`config.mk`:
```
export PLATFORM = sky130hd
export DESIGN_NAME = wfd_acq_top
export DESIGN_NICKNAME = d
export VERILOG_FILES = /design/src/logic/wfd_ttc_pkg.sv /design/src/logic/wfd_acq_pkg.sv /design/src/logic/ttc_trigger_decoder.sv /design/src/logic/channel_acq_controller.sv /design/src/logic/channel_digitizer.sv /design/src/logic/acq_event_fifo.sv /design/src/logic/wfd_acq_top.sv
export VERILOG_INCLUDE_DIRS = /design/src /design/src/logic
export SDC_FILE = /design/constraint.sdc
export NUM_CORES = 1
export LEC_CHECK = 0
export BUFFER_PORTS_ARGS = -buffer_cell sky130_fd_sc_hd__buf_2
export CAP_MARGIN = 20
export CORE_UTILIZATION = 45
export DETAILED_ROUTE_END_ITERATION = 10
export MAX_ROUTING_LAYER = met4
export PLACE_DENSITY = 0.61
export SETUP_SLACK_MARGIN = 0.1
export SYNTH_ARGS = -nofsm -noshare
export SYNTH_HDL_FRONTEND = slang
export SYNTH_SLANG_ARGS = --single-unit
export TNS_END_PERCENT = 50
```
`constraint.sdc`:
```
create_clock -name clk -period 11.26 [get_ports clk]
set_clock_uncertainty 0.2 [all_clocks]
set_input_delay 2.252 -clock clk [delete_from_list [all_inputs] [get_ports clk]]
set_output_delay 2.252 -clock clk [all_outputs]
set_load 0.05 [all_outputs]
```
`src/logic/wfd_defines.svh`:
```
// channel count, acquisition length, adc and sum widths, event fifo depth
`ifndef WFD_DEFINES_SVH
`define WFD_DEFINES_SVH

// number of digitizer channels on the board
`define WFD_NUM_CHAN 5

`define WFD_ACQ_LEN 8     // samples summed per trigger
`define WFD_ADC_W 12      // raw adc sample width
`define WFD_SUM_W 16      // 8 x 12-bit samples fit in 15 bits

// acquisition-info words held before readout
`define WFD_FIFO_DEPTH 4

`endif

```
`src/logic/wfd_ttc_pkg.sv`:
```
// timing-link command byte views, control opcodes and command union
`default_nettype none

package wfd_ttc_pkg;

  // control opcodes carried in the low nibble
  typedef enum logic [3:0] {
    TTC_NOP       = 4'h0,
    TTC_RESET_NUM = 4'h1   // clear running trigger number
  } ttc_opcode_e;

  typedef struct packed {
    logic       is_trig;    // set for trigger commands
    logic [1:0] spare;
    logic [4:0] trig_type;  // muon fill, laser, pedestal ...
  } ttc_trig_cmd_t;

  typedef struct packed {
    logic        is_trig;   // cleared for control commands
    logic [2:0]  spare;
    ttc_opcode_e opcode;
  } ttc_ctrl_cmd_t;

  // same broadcast byte, two decodings selected by is_trig
  typedef union packed {
    ttc_trig_cmd_t trig;
    ttc_ctrl_cmd_t ctrl;
  } ttc_cmd_u;

endpackage

`default_nettype wire

```
`src/logic/wfd_acq_pkg.sv`:
```
// acquisition state encoding and event-word field widths
`default_nettype none

package wfd_acq_pkg;

  // one-hot controller states
  typedef enum logic [3:0] {
    IDLE           = 4'b0001,
    DELAY          = 4'b0010,  // counting out trig_delay
    FILL           = 4'b0100,  // channels acquiring
    STORE_ACQ_INFO = 4'b1000   // event word to fifo
  } acq_state_e;

  // event word is {zero pad, trig_type, trig_num}
  localparam int ACQ_TYPE_W = 5;
  localparam int ACQ_NUM_W  = 24;

endpackage

`default_nettype wire

```
`src/logic/ttc_trigger_decoder.sv`:
```
// ttc command byte decoder producing trigger pulse, type and running number
`timescale 1ns/1ps
`default_nettype none

module ttc_trigger_decoder (
  input  logic                 clk,
  input  logic                 reset,
  input  logic                 cmd_strobe,  // cmd_byte valid this cycle
  input  wfd_ttc_pkg::ttc_cmd_u cmd_byte,
  output logic                 trigger,     // one-cycle pulse
  output logic [4:0]           trig_type,
  output logic [23:0]          trig_num
);

  import wfd_ttc_pkg::*;

  logic [23:0] num_cnt;  // number for the next trigger
  logic        is_trig;

  assign is_trig = cmd_byte.trig.is_trig;

  // pulse and running count
  always_ff @(posedge clk) begin
    if (reset) begin
      trigger <= 1'b0;
      num_cnt <= '0;
    end else begin
      trigger <= cmd_strobe & is_trig;
      if (cmd_strobe & is_trig) begin
        num_cnt <= num_cnt + 24'd1;  // first trigger goes out as 0
      end else if (cmd_strobe && cmd_byte.ctrl.opcode == TTC_RESET_NUM) begin
        num_cnt <= '0;
      end
    end
  end

  // type and number only meaningful alongside trigger
  always_ff @(posedge clk) begin
    if (cmd_strobe & is_trig) begin
      trig_type <= cmd_byte.trig.trig_type;
      trig_num  <= num_cnt;
    end
  end

  // trigger commands must be spaced by at least one idle strobe cycle
  assert property (@(posedge clk) disable iff (reset) trigger |=> !trigger);

endmodule

`default_nettype wire

```
`src/logic/channel_acq_controller.sv`:
```
// acquisition fsm: trigger delay, channel fill and event-word store
`timescale 1ns/1ps
`default_nettype none
`include "wfd_defines.svh"

module channel_acq_controller (
  input  logic                                clk,
  input  logic                                reset,
  input  logic [`WFD_NUM_CHAN-1:0]            chan_en,     // channels to trigger
  input  logic [31:0]                         trig_delay,  // cycles from trigger to fill
  input  logic                                trigger,
  input  logic [wfd_acq_pkg::ACQ_TYPE_W-1:0]  trig_type,
  input  logic [wfd_acq_pkg::ACQ_NUM_W-1:0]   trig_num,
  output logic                                acq_ready,
  input  logic [`WFD_NUM_CHAN-1:0]            acq_dones,
  output logic [`WFD_NUM_CHAN-1:0]            acq_trig,
  input  logic                                fifo_ready,
  output logic                                fifo_valid,
  output logic [31:0]                         fifo_data
);

  import wfd_acq_pkg::*;

  localparam int PAD_W = 32 - ACQ_TYPE_W - ACQ_NUM_W;

  acq_state_e state;
  acq_state_e nextstate;

  logic [ACQ_TYPE_W-1:0]    acq_trig_type;  // latched at accept
  logic [ACQ_NUM_W-1:0]     acq_trig_num;
  logic [`WFD_NUM_CHAN-1:0] next_acq_trig;
  logic [31:0]              delay_cnt;

  always_comb begin
    nextstate     = state;
    next_acq_trig = '0;
    unique case (state)
      IDLE: begin
        if (trigger) begin
          nextstate = (trig_delay != 32'd0) ? DELAY : FILL;
        end
      end
      DELAY: begin
        if (delay_cnt == trig_delay - 32'd1) nextstate = FILL;  // delay used up
      end
      FILL: begin
        next_acq_trig = chan_en;
        // all enabled channels report done
        if (acq_dones == chan_en) nextstate = STORE_ACQ_INFO;
      end
      STORE_ACQ_INFO: begin
        if (fifo_ready) nextstate = IDLE;  // word taken this cycle
      end
      default: nextstate = IDLE;
    endcase
  end

  always_ff @(posedge clk) begin
    if (reset) begin
      state      <= IDLE;
      acq_trig   <= '0;
      fifo_valid <= 1'b0;
    end else begin
      state      <= nextstate;
      acq_trig   <= next_acq_trig;  // one cycle behind fill
      fifo_valid <= (nextstate == STORE_ACQ_INFO);
    end
  end

  // restarts on any trigger, accepted or not
  always_ff @(posedge clk) begin
    if (reset | trigger) delay_cnt <= '0;
    else                 delay_cnt <= delay_cnt + 32'd1;
  end

  always_ff @(posedge clk) begin
    if (state == IDLE && trigger) begin
      acq_trig_type <= trig_type;
      acq_trig_num  <= trig_num;
    end
    if (nextstate == STORE_ACQ_INFO) begin
      fifo_data <= {{PAD_W{1'b0}}, acq_trig_type, acq_trig_num};
    end
  end

  assign acq_ready = (state == IDLE);

  // acq_trig lags fill by one cycle and may overlap the first store cycle
  assert property (@(posedge clk) disable iff (reset)
    (acq_trig != '0) |-> (state == FILL || state == STORE_ACQ_INFO));
  // offered word held steady in store while the fifo is full
  assert property (@(posedge clk) disable iff (reset)
    (fifo_valid && !fifo_ready) |=>
      (fifo_valid && state == STORE_ACQ_INFO && $stable(fifo_data)));

endmodule

`default_nettype wire

```
`src/logic/channel_digitizer.sv`:
```
// single channel triggered adc accumulator with done level and sum output
`timescale 1ns/1ps
`default_nettype none
`include "wfd_defines.svh"

module channel_digitizer (
  input  logic                  clk,
  input  logic                  reset,
  input  logic                  acq_trig,  // level, high during fill
  input  logic [`WFD_ADC_W-1:0] adc_data,
  output logic                  acq_done,
  output logic [`WFD_SUM_W-1:0] chan_sum
);

  localparam int CNT_W = $clog2(`WFD_ACQ_LEN + 1);
  localparam logic [CNT_W-1:0] LAST = CNT_W'(`WFD_ACQ_LEN);

  logic             trig_d;   // acq_trig one cycle late
  logic [CNT_W-1:0] smp_cnt;  // samples taken so far
  logic             first;

  assign first = acq_trig & ~trig_d;

  always_ff @(posedge clk) begin
    if (reset) begin
      trig_d   <= 1'b0;
      smp_cnt  <= '0;
      chan_sum <= '0;
    end else begin
      trig_d <= acq_trig;
      if (first) begin
        // new acquisition starts with this sample
        chan_sum <= `WFD_SUM_W'(adc_data);
        smp_cnt  <= CNT_W'(1);
      end else if (acq_trig && smp_cnt != LAST) begin
        chan_sum <= chan_sum + `WFD_SUM_W'(adc_data);
        smp_cnt  <= smp_cnt + CNT_W'(1);
      end
      // sum stays put after the last sample
    end
  end

  // drops the cycle after acq_trig drops
  assign acq_done = trig_d && (smp_cnt == LAST);

  assert property (@(posedge clk) disable iff (reset) $rose(acq_done) |-> acq_trig);

endmodule

`default_nettype wire

```
`src/logic/acq_event_fifo.sv`:
```
// synchronous circular-buffer fifo for acquisition-info words
`timescale 1ns/1ps
`default_nettype none
`include "wfd_defines.svh"

module acq_event_fifo (
  input  logic        clk,
  input  logic        reset,
  input  logic        wr_en,
  input  logic [31:0] wr_data,
  output logic        full,
  input  logic        rd_en,    // pop head at the edge
  output logic [31:0] rd_data,  // head word, valid when not empty
  output logic        empty
);

  localparam int PTR_W = $clog2(`WFD_FIFO_DEPTH);
  localparam int CNT_W = $clog2(`WFD_FIFO_DEPTH + 1);

  logic [31:0]      mem [`WFD_FIFO_DEPTH];
  logic [PTR_W-1:0] wr_ptr;
  logic [PTR_W-1:0] rd_ptr;
  logic [CNT_W-1:0] count;  // words held
  logic             do_wr;
  logic             do_rd;

  assign do_wr = wr_en & ~full;
  assign do_rd = rd_en & ~empty;  // pop on empty ignored

  always_ff @(posedge clk) begin
    if (reset) begin
      wr_ptr <= '0;
      rd_ptr <= '0;
      count  <= '0;
    end else begin
      if (do_wr) wr_ptr <= wr_ptr + PTR_W'(1);  // depth is a power of two
      if (do_rd) rd_ptr <= rd_ptr + PTR_W'(1);
      case ({do_wr, do_rd})
        2'b10:   count <= count + CNT_W'(1);
        2'b01:   count <= count - CNT_W'(1);
        default: count <= count;  // none, or both at once
      endcase
    end
  end

  always_ff @(posedge clk) begin
    if (do_wr) mem[wr_ptr] <= wr_data;
  end

  assign rd_data = mem[rd_ptr];
  assign full    = (count == CNT_W'(`WFD_FIFO_DEPTH));
  assign empty   = (count == '0);

  // writer has to respect full
  assert property (@(posedge clk) disable iff (reset) wr_en |-> !full);

endmodule

`default_nettype wire

```
`src/logic/wfd_acq_top.sv`:
```
// digitizer board trigger path: decoder, controller, channels and event fifo
`timescale 1ns/1ps
`default_nettype none
`include "wfd_defines.svh"

module wfd_acq_top (
  input  logic                               clk,
  input  logic                               reset,
  input  logic                               cmd_strobe,
  input  logic [7:0]                         cmd_byte,
  input  logic [`WFD_NUM_CHAN-1:0]           chan_en,
  input  logic [31:0]                        trig_delay,
  input  logic [`WFD_NUM_CHAN*`WFD_ADC_W-1:0] adc_data,   // channel 0 in low bits
  input  logic                               rd_en,
  output logic                               acq_ready,
  output logic [31:0]                        rd_data,
  output logic                               rd_empty,
  output logic [`WFD_NUM_CHAN*`WFD_SUM_W-1:0] chan_sum
);

  import wfd_acq_pkg::*;

  logic                     trigger;
  logic [ACQ_TYPE_W-1:0]    trig_type;
  logic [ACQ_NUM_W-1:0]     trig_num;
  logic [`WFD_NUM_CHAN-1:0] acq_trig;
  logic [`WFD_NUM_CHAN-1:0] acq_dones;
  logic                     fifo_full;
  logic                     fifo_ready;
  logic                     fifo_valid;
  logic [31:0]              fifo_data;

  assign fifo_ready = ~fifo_full;

  ttc_trigger_decoder decoder_i (
    .clk, .reset, .cmd_strobe, .cmd_byte, .trigger, .trig_type, .trig_num
  );

  channel_acq_controller ctrl_i (
    .clk, .reset, .chan_en, .trig_delay, .trigger, .trig_type, .trig_num,
    .acq_ready, .acq_dones, .acq_trig, .fifo_ready, .fifo_valid, .fifo_data
  );

  for (genvar i = 0; i < `WFD_NUM_CHAN; i++) begin : g_chan
    channel_digitizer chan_i (
      .clk,
      .reset,
      .acq_trig (acq_trig[i]),
      .adc_data (adc_data[i*`WFD_ADC_W +: `WFD_ADC_W]),
      .acq_done (acq_dones[i]),
      .chan_sum (chan_sum[i*`WFD_SUM_W +: `WFD_SUM_W])
    );
  end

  // write happens on valid and ready together
  acq_event_fifo fifo_i (
    .clk,
    .reset,
    .wr_en   (fifo_valid & fifo_ready),
    .wr_data (fifo_data),
    .full    (fifo_full),
    .rd_en,
    .rd_data,
    .empty   (rd_empty)
  );

endmodule

`default_nettype wire

```
; Yosys cells after proc, flatten, opt, wreduce, memory -nomap -nowiden
; Memory sizes are Yosys's and may differ from the RTL's. A register that Yosys moved wholly into a read port is not among the register bits.
; Index checks and enable logic that the tools add are counted.
; W data, S select, Z words.
[word_totals]
ff_bits = 266
ramBits = 116
mem_count = 1
[mem_list]
columns = name, words, word_bits, read_ports, rd_clocked_by_memory_dff, wr, line_no
row1 = fifo_i.mem, 4, 29, 1, 1, 1, acq_event_fifo.sv:20  ; logic [31:0] mem [`WFD_FIFO_DEPTH];
[op_classes]
addsub = 17
eq_ne = 21
n_mux = 33
bitwise_logic = 18
reduce_logical = 27
[ops]
columns = cell, count
row1 = $mux W12, 10
row2 = $add A16 B12 Y16, 5
row3 = $mux W24, 2
row4 = $add A32 B1 Y32 const B, 1
row5 = $eq A32 B32 Y1, 1
row6 = $reduce_bool A32 Y1, 1
row7 = $sub A32 B1 Y32 const B, 1
row8 = $eq A4 B4 Y1 const B, 7
row9 = $add A24 B1 Y24 const B, 1
row10 = $add A4 B1 Y4 const B, 5
row11 = $ne A4 B4 Y1 const B, 5
row12 = $mux W4, 4
row13 = $pmux W4 S4, 1
row14 = $reduce_bool A2 Y1, 7
row15 = $logic_and A1 B1 Y1, 12
row16 = $mux W1, 12
row17 = $reduce_or A2 Y1, 6
row18 = $and A1 B1 Y1, 9
row19 = $eq A4 B1 Y1 const B, 2
row20 = $not A1 Y1, 8
row21 = $pmux W3 S2, 1
row22 = $eq A5 B5 Y1, 1
row23 = $add A2 B1 Y2 const B, 2
row24 = $eq A4 B2 Y1 const B, 1
row25 = other kinds (10), 11

; Logic depth before layout (Yosys ltp)
; Gate-level depths: netlist (run 1).
[logic_depth]
ltp_word = 6
ltp_mapped = 11
mapped_depth_nobuf = 11

; By module
; A second synthesis (run 1) with hierarchy kept.
[hier_totals]
hier_cells = 1798
hier_area_um2 = 19742.7
[modules_own_cells]
columns = mod, n_inst, cells_per_inst, area_each_um2, seq_area_each_um2
row1 = channel_digitizer, 5, 190, 1516.5, 420.4
row2 = acq_event_fifo, 1, 221, 5143.7, 4023.9
row3 = channel_acq_controller, 1, 446, 4879.7, 2582.5
row4 = ttc_trigger_decoder, 1, 179, 2127.0, 1371.3
row5 = wfd_acq_top, 1, 2, 10.0, 0.0

; Worst setup path after synthesis (run 1)
; No wires, ideal clock.
[synth_timing]
kind = input to register
start = input chan_en[3]
end = register ctrl_i.fifo_data[0], enable pin
setup_ns = 0.454
arrival_ns = 4.779
required_time_ns = 10.606
setup_slack_ns = 5.827
path_stages = 5
path_cell_list = xnor2_1 o2111ai_1 nor2_1 a31oi_1 nor3_1
[synth_between]
elab_chain_len = 4
[synth_lines]
columns = element, line_no
row1 = from (decl), wfd_acq_top.sv:11  ; input logic [`WFD_NUM_CHAN-1:0] chan_en,
row2 = $eq A5 B5 Y1, channel_acq_controller.sv:49  ; if (acq_dones == chan_en) nextstate = STORE_ACQ_INFO;
row3 = $mux W4, channel_acq_controller.sv:49
row4 = $pmux W4 S4, channel_acq_controller.sv:37  ; unique case (state)
row5 = $eq A4 B4 Y1, channel_acq_controller.sv:81  ; if (nextstate == STORE_ACQ_INFO) begin
row6 = to (signal assigned), channel_acq_controller.sv:82  ; fifo_data <= {{PAD_W{1'b0}}, acq_trig_type, acq_trig_num};
row7 = to (decl), channel_acq_controller.sv:19  ; output logic [31:0] fifo_data
; No other way between the ends.
; A chain may end at the register's enable or synchronous reset.

; Worst setup path after layout (run 1)
[layout_timing]
start = input trig_delay[0]
end = register ctrl_i.state[1]
[layout_between]
elab_chain_len = 4
word_cells_on_any_way = 7
cone_classes = add/sub (1) / eq/ne (1) / mux (4) / reduce/logical (1)
[layout_lines]
columns = element, line_no
row1 = from (decl), wfd_acq_top.sv:12  ; input logic [31:0] trig_delay,
row2 = $sub A32 B1 Y32 / $reduce_bool A32 Y1 (equally long branches), "channel_acq_controller.sv:44, channel_acq_controller.sv:40"
row3 = $eq A32 B32 Y1 / $mux W3 (equally long branches), "channel_acq_controller.sv:44, channel_acq_controller.sv:40"
row4 = "$mux W4, on equally long branches", "channel_acq_controller.sv:44, channel_acq_controller.sv:39"
row5 = $pmux W4 S4 (*), channel_acq_controller.sv:37
row6 = to (signal assigned), channel_acq_controller.sv:64  ; state <= nextstate;
row7 = to (decl), channel_acq_controller.sv:26  ; acq_state_e state;
; Every way passes the cells marked *; elsewhere a longest branch is shown, timed or not.

==> flow_summary.ini, run 1 <==
[outcome]
status = finished clean

[detailed_routing]
wl_per_cell_um = 16.1
drt-initial-drc-count = 632
via_per_inst = 5.42
drcViolationCount = 0
finalWirelength_um = 40900
vias = 13800
ant_nets = 0
firstDrtPassIters = 5

[yosys]
synthCells = 1755
syn-mean-instance-area_sq_um = 10.6
synth_most_common_cell = nor2_1
synth_mux_area_share_pct = 4.36
synth_top_area_share_pct = 32.7
synth-seq-area-share_pct = 52.2
ys_ff_latch = 384
synth_cell_types = 79
synth_xor_xnor_area_share_pct = 6.02
synth-async-reset-ratio_pct = 0
synth_area_leaders = edfxtp_1, dfxtp_1, ha_1
synth_edf_count = 203
synth_compound_area_share_pct = 11.5
synth-simple-area-share_pct = 17.5
yosys-top-cells-count = nor2_1, edfxtp_1, dfxtp_1, nand2_1, a21oi_1
yosysWarningCount = 0
synth_ff_type = edfxtp_1
synth_top_area_cell = edfxtp_1
synth_adder_area_share_pct = 5.94
synth_top_family_by_area = simple AND/OR/NAND/NOR gates
syn-cell-area_sq_um = 18600

[place]
hpwl_um = 28200
dp.cells = 2453
gp_congestion = 0.877
portBuffers = 217
placed_cell_area_sq_um = 20200

[clocking]
cts-root-buf = clkbuf_16
h-tree-depth = 2
clk_pin_slew_ps = 60
post_cts_buffers = 0
cts_resized = 0
numClockSinks = 384
cts_tree = yes
cts-buffers-inserted = 43
clockBufferDepth = 3
insertion_delay_ps = 570
hold_buffers = 0

[timing]
slew-limit-headroom_pct = 33.7
drv_slew = 0
worst_pin_slew_ps = 994
hold_ws_ps = 217
finalCritPeriodShare_pct = 43.6
maxClockFrequency_mhz = 204
hold_viol = 0
fin_tns_setup_ps = 0
rsz0062_at_grt = no
setup_viol = 0
min_period_ps = 4900

[power]
powerDensity_nw_per_um2 = 140
leakagePower_nw = 8.09
ir_drop_v = 0.000102

[critical_path]
crit_type = in -> reg
cp-start-kind = primary input
cpPeakStageDelay_ps = 660
slowest_stage = or4b_1
crit_fanout = 11
crit_required_ps = 11510
arrival_ps = 5150
timing.critical_path.buf_inv = 2
cp_top_family = simple AND/OR/NAND/NOR gates
crit_chain = buf_2 -> inv_1 -> ha_1 -> or4b_1 -> or2_2 -> or2_0 -> nor4_1 -> o22ai_1 -> nor4_2 -> and4_1 -> o21ai_1
end_kind = flip-flop

[final_layout]
final_cells = 2541
area_growth_pct = 16.7
drive_above_1_share_pct = 17.6
nets = 2159
final_area_sq_um = 21700

[die]
pin_count = 223
die_y_um = 205
start_util_pct = 45.6
rows = 74
die_w_um = 205
dieArea_sq_um = 42200
coreArea_sq_um = 40800

[run]
max-cap-violations = 0

[grt]
grt_pass1_vias = 13300
grt-ovfl-total = 0
antenna_found_initial = 9
grtUsageTotal_pct = 20.0
grt_start_max_net_pins = 77
grt_pass1_wl_um = 66000

[worst_hold_path]
hp-class = reg -> reg
[registers in the layout, summed over array words and instances, names as in the netlist, named ones only]
signal / count
fifo_i.count: 3
g_chan.chan_i.trig_d: 5
ctrl_i.acq_trig: 5
ctrl_i.acq_trig_type: 5
decoder_i.num_cnt: 24
fifo_i.mem: 116
ctrl_i.fifo_valid: 1
ctrl_i.fifo_data: 29
g_chan.chan_i.chan_sum: 80
ctrl_i.delay_cnt: 32
fifo_i.rd_ptr: 2
fifo_i.wr_ptr: 2
decoder_i.trig_num: 24
decoder_i.trig_type: 5
decoder_i.trigger: 1
ctrl_i.acq_trig_num: 24
g_chan.chan_i.smp_cnt: 20
ctrl_i.state: 4
[power by group]
| group | switching [W] | internal, W | total, W |
|---|---|---|---|
| registers | 0.00000422 | 0.00147 | 0.00148 |
| clock network | 0.000566 | 0.000890 | 0.00146 |
| logic | 0.0000698 | 0.0000438 | 0.000114 |
| total | 0.000640 | 0.00241 | 0.00304 |
[worst register-to-register path: cells and delay by family (launching register included)]
family / cells / cell delay [ps]
compound gates: 4 / 1090
xor+xnor: 1 / 170
fa+ha+maj: 2 / 600
buf+inv: 1 / 70
simple gates: 3 / 460
flops: 1 / 340
[through the flow]
| stage | util [%] | worst slack (ps) | power (W) |
|---|---|---|---|
| after floorplan | - | 5830 | 0.00157 |
| after global placement | 49.5 | 5820 | 0.00162 |
| after detailed placement | 49.5 | 5780 | 0.00162 |
| after CTS | 53.2 | 6350 | 0.00309 |
| after global routing | 53.2 | 6190 | 0.00315 |
| final | 53.3 | 6360 | 0.00304 |
[metal layers]
layer,vias to the layer above,part of all wire [%],GRT usage [%]
met5,-,0,-
met4,0,2.0,5.53
met3,57,5.9,5.24
met2,272,48,32.8
met1,6576,44,24.3
li1,6862,-,-
[worst paths after layout]
kind                           startpoint  slack (ps)  cells past startpoint                            end
max                         trig_delay[0]        6360                     11                ctrl_i.state[1]
min                 decoder_i.trig_num[9]         220                      0         ctrl_i.acq_trig_num[9]
max reg2reg  g_chan[3].chan_i.chan_sum[0]        8190                     11  g_chan[3].chan_i.chan_sum[14]
min reg2reg         decoder_i.trig_num[9]         220                      0         ctrl_i.acq_trig_num[9]
[kinds of logic (layout without fill, tap and decap cells)]
kind of cell / count (synthesis) / after routing
and+or+nand+nor: 664 / 664
adders and majority gates: 85 / 85
AOI/OAI and AO/OA: 327 / 327
buffers and inverters: 122 / 364
DFF: 384 / 384
other: 1 / 13
muxes: 44 / 44
xor gates and xnor gates: 128 / 128
[cell type report]
type,instances,area (sq um)
fillers,3683,19100
flip-flops and latches,384,9720
multi-input cells,1251,8450
repair buffers,227,1170
clock buffers,55,1150
well taps,532,666
clock inverters,23,339
inverters,59,221
diodes,10,25.0
[placed cells by master (no fill, tap or decap), types with 16 or more instances in the layout]
cell,Yosys,layout
buf_2,1,216
nor2_1,211,210
edfxtp_1,203,203
dfxtp_1,181,179
nand2_1,130,130
a21oi_1,79,79
ha_1,78,78
xnor2_1,69,69
o21ai_0,69,68
nand3_1,59,59
xor2_1,59,59
inv_1,58,58
nor3_1,54,53
clkbuf_16,0,43
nor2b_1,33,33
a311oi_1,33,33
mux4_2,29,29
and3_1,26,26
a211oi_1,25,25
or3_1,24,24
nand2b_1,21,21
nand4_1,20,20
o211ai_1,19,19
a31oi_1,16,16
No activity file was read; power rests on OpenSTA's default activity.
==> run 2, diff against run 1 <==
--- a/config.mk
+++ b/config.mk
@@ -11,7 +11,7 @@
 export CORE_UTILIZATION = 45
 export DETAILED_ROUTE_END_ITERATION = 10
 export MAX_ROUTING_LAYER = met4
-export PLACE_DENSITY = 0.61
+export PLACE_DENSITY = 0.64
 export SETUP_SLACK_MARGIN = 0.1
 export SYNTH_ARGS = -nofsm -noshare
 export SYNTH_HDL_FRONTEND = slang
==> constraint.sdc (replaced) <==
create_clock -name clk -period 4.4 [get_ports clk]
set_clock_uncertainty 0.2 [all_clocks]
set_input_delay 0.88 -clock clk [delete_from_list [all_inputs] [get_ports clk]]
set_output_delay 0.88 -clock clk [all_outputs]
set_load 0.05 [all_outputs]
==> run 2 against run 1 <==
Against the previous run: wire length grew 0.54%; design area grew 0.32%; setup slack lost 5400 ps; count of clock-buffer cells in the layout shrank 1; hold slack lost 1.5 ps; critical path depth shrank 8; flip-flop and latch count is the same; global-route usage shrank 0.062 points; sequential power grew to 2.6 times the previous value; combinational power grew to 2.6 times the previous value; critical endpoint is now rd_data[9]; highest routed layer unchanged.
==> flow_summary.ini, run 2 (same netlist as run 1, synthesis figures left out) <==
[outcome]
status = finished clean

[critical_path]
crit_required_ps = 3320
ff2ff_path_depth = 11
timing.critical_path.buf_inv = 2
r2r_slack_ps = 1290
slowest_stage = mux4_2
crit_chain = buf_4 -> mux4_2 -> buf_2
cp-start-kind = flip-flop
arrival_ps = 2360
rr_endpoint = g_chan[4].chan_i.chan_sum[14]
end_kind = primary output
cp_top_family = buffers and inverters
r2r_start = g_chan[4].chan_i.chan_sum[0]
crit_type = reg -> out
crit_fanout = 21
cpPeakStageDelay_ps = 580

[timing]
slew-limit-headroom_pct = 34.7
hold_viol = 0
min_period_ps = 3440
maxClockFrequency_mhz = 291
finalCritPeriodShare_pct = 78.1
fin_tns_setup_ps = 0
drv_slew = 0
rsz0062_at_grt = no
setup_viol = 0
worst_pin_slew_ps = 979

[power]
power.switching_w = 0.00167
p_int_w = 0.00623
seqPwrFrac_pct = 47.8
p_comb_share_pct = 3.7
p_clk_share_pct = 48.5
leakagePower_nw = 8.14
powerDensity_nw_per_um2 = 362
p_sw_share_pct = 21.1
ir_drop_v = 0.000216
finalPower_w = 0.00790

[final_layout]
final_util_pct = 53.4
final_common_cell = buf_2
nets = 2163
nFillCells = 3601
reg.largest.list = fifo_i.mem: 116 flops, g_chan.chan_i.chan_sum: 80 flops, ctrl_i.delay_cnt: 32 flops
area_growth_pct = 17.1
final_cells = 2546
layout_common_cells = buf_2, nor2_1, edfxtp_1
drive_above_1_share_pct = 18.0
regMostFlops = fifo_i.mem
largest_reg_flops = 116

[clocking]
hold_buffers = 0
clockBufferDepth = 3
numClockSinks = 384
h-tree-depth = 2
cts_tree = yes
insertion_delay_ps = 570
cts-root-buf = clkbuf_16
post_cts_buffers = 0
cts-buffers-inserted = 43
cts_resized = 0
clk_pin_slew_ps = 60

[detailed_routing]
ant_nets = 0
wl_per_cell_um = 16.1
firstDrtPassIters = 5
via_per_inst = 5.42
finalWirelength_um = 41100
drcViolationCount = 0
drt-initial-drc-count = 659
vias = 13800

[grt]
antenna_found_initial = 9
grt_pass1_vias = 13200
grt_pass1_wl_um = 65700
grt-ovfl-total = 0
grtUsageTotal_pct = 19.9
grt_start_max_net_pins = 54

[run]
max-cap-violations = 0

[place]
portBuffers = 217
dp.cells = 2457
hpwl_um = 28500
gp_congestion = 0.890

[die]
die_w_um = 205
dieArea_sq_um = 42200
coreArea_sq_um = 40800
start_util_pct = 45.6
rows = 74
pin_count = 223
die_y_um = 205

[worst_hold_path]
hp-class = reg -> reg
min_delay_path_depth = 0
holdPathEnd = ctrl_i.acq_trig_num[8]
min-delay-start = decoder_i.trig_num[8]
-- run 2: power groups by stage --
stage | sequential (W) | clock [W] | combinational [W]
after floorplan | 0.00385 | 0 | 0.000177
after global placement | 0.00385 | 0 | 0.000288
after detailed placement | 0.00385 | 0 | 0.000293
after CTS | 0.00378 | 0.00393 | 0.000295
after global routing | 0.00378 | 0.00406 | 0.000327
final | 0.00378 | 0.00383 | 0.000295
-- run 2: cell type report --
cell class                      instances  area, sq um  share of cell area, %
Antenna cell                            9         22.5                  0.103
Inverter                               59          221                   1.02
Sequential cell                       384         9720                   44.6
Clock inverter                         26          374                   1.72
Multi-Input combinational cell       1251         8450                   38.7
Tap cell                              532          666                   3.05
Timing Repair Buffer                  231         1200                   5.49
Clock buffer                           54         1160                   5.31
-- run 2: per-stage QoR --
step	hold slack (ps)	worst slack, ps	cell area [sq um]
after floorplan	200	339	18600
after global placement	202	524	20200
after detailed placement	205	537	20300
after CTS	218	849	21800
after global routing	218	787	21800
final	216	962	21800
-- run 2: worst max path at each step --
stage / startpoint / endpoint / cells past startpoint
after global routing: flip-flop / rd_data[11] / 3
after detailed placement: trig_delay[5] / ctrl_i.state[1] / 9
final: flip-flop / rd_data[9] / 3
after CTS: flip-flop / rd_data[9] / 3
after global placement: trig_delay[5] / ctrl_i.state[1] / 9
after floorplan: chan_en[3] / ctrl_i.fifo_data[0] / 5
-- run 2: layer usage --
metal | vias up | wire, um | part of all wire, % | track usage (%)
met5 | - | 0 | 0 | -
met4 | 0 | 777 | 1.9 | 5.53
met2 | 268 | 19300 | 47 | 32.4
li1 | 6887 | - | - | -
met3 | 60 | 2600 | 6.3 | 5.69
met1 | 6579 | 18400 | 45 | 24.1
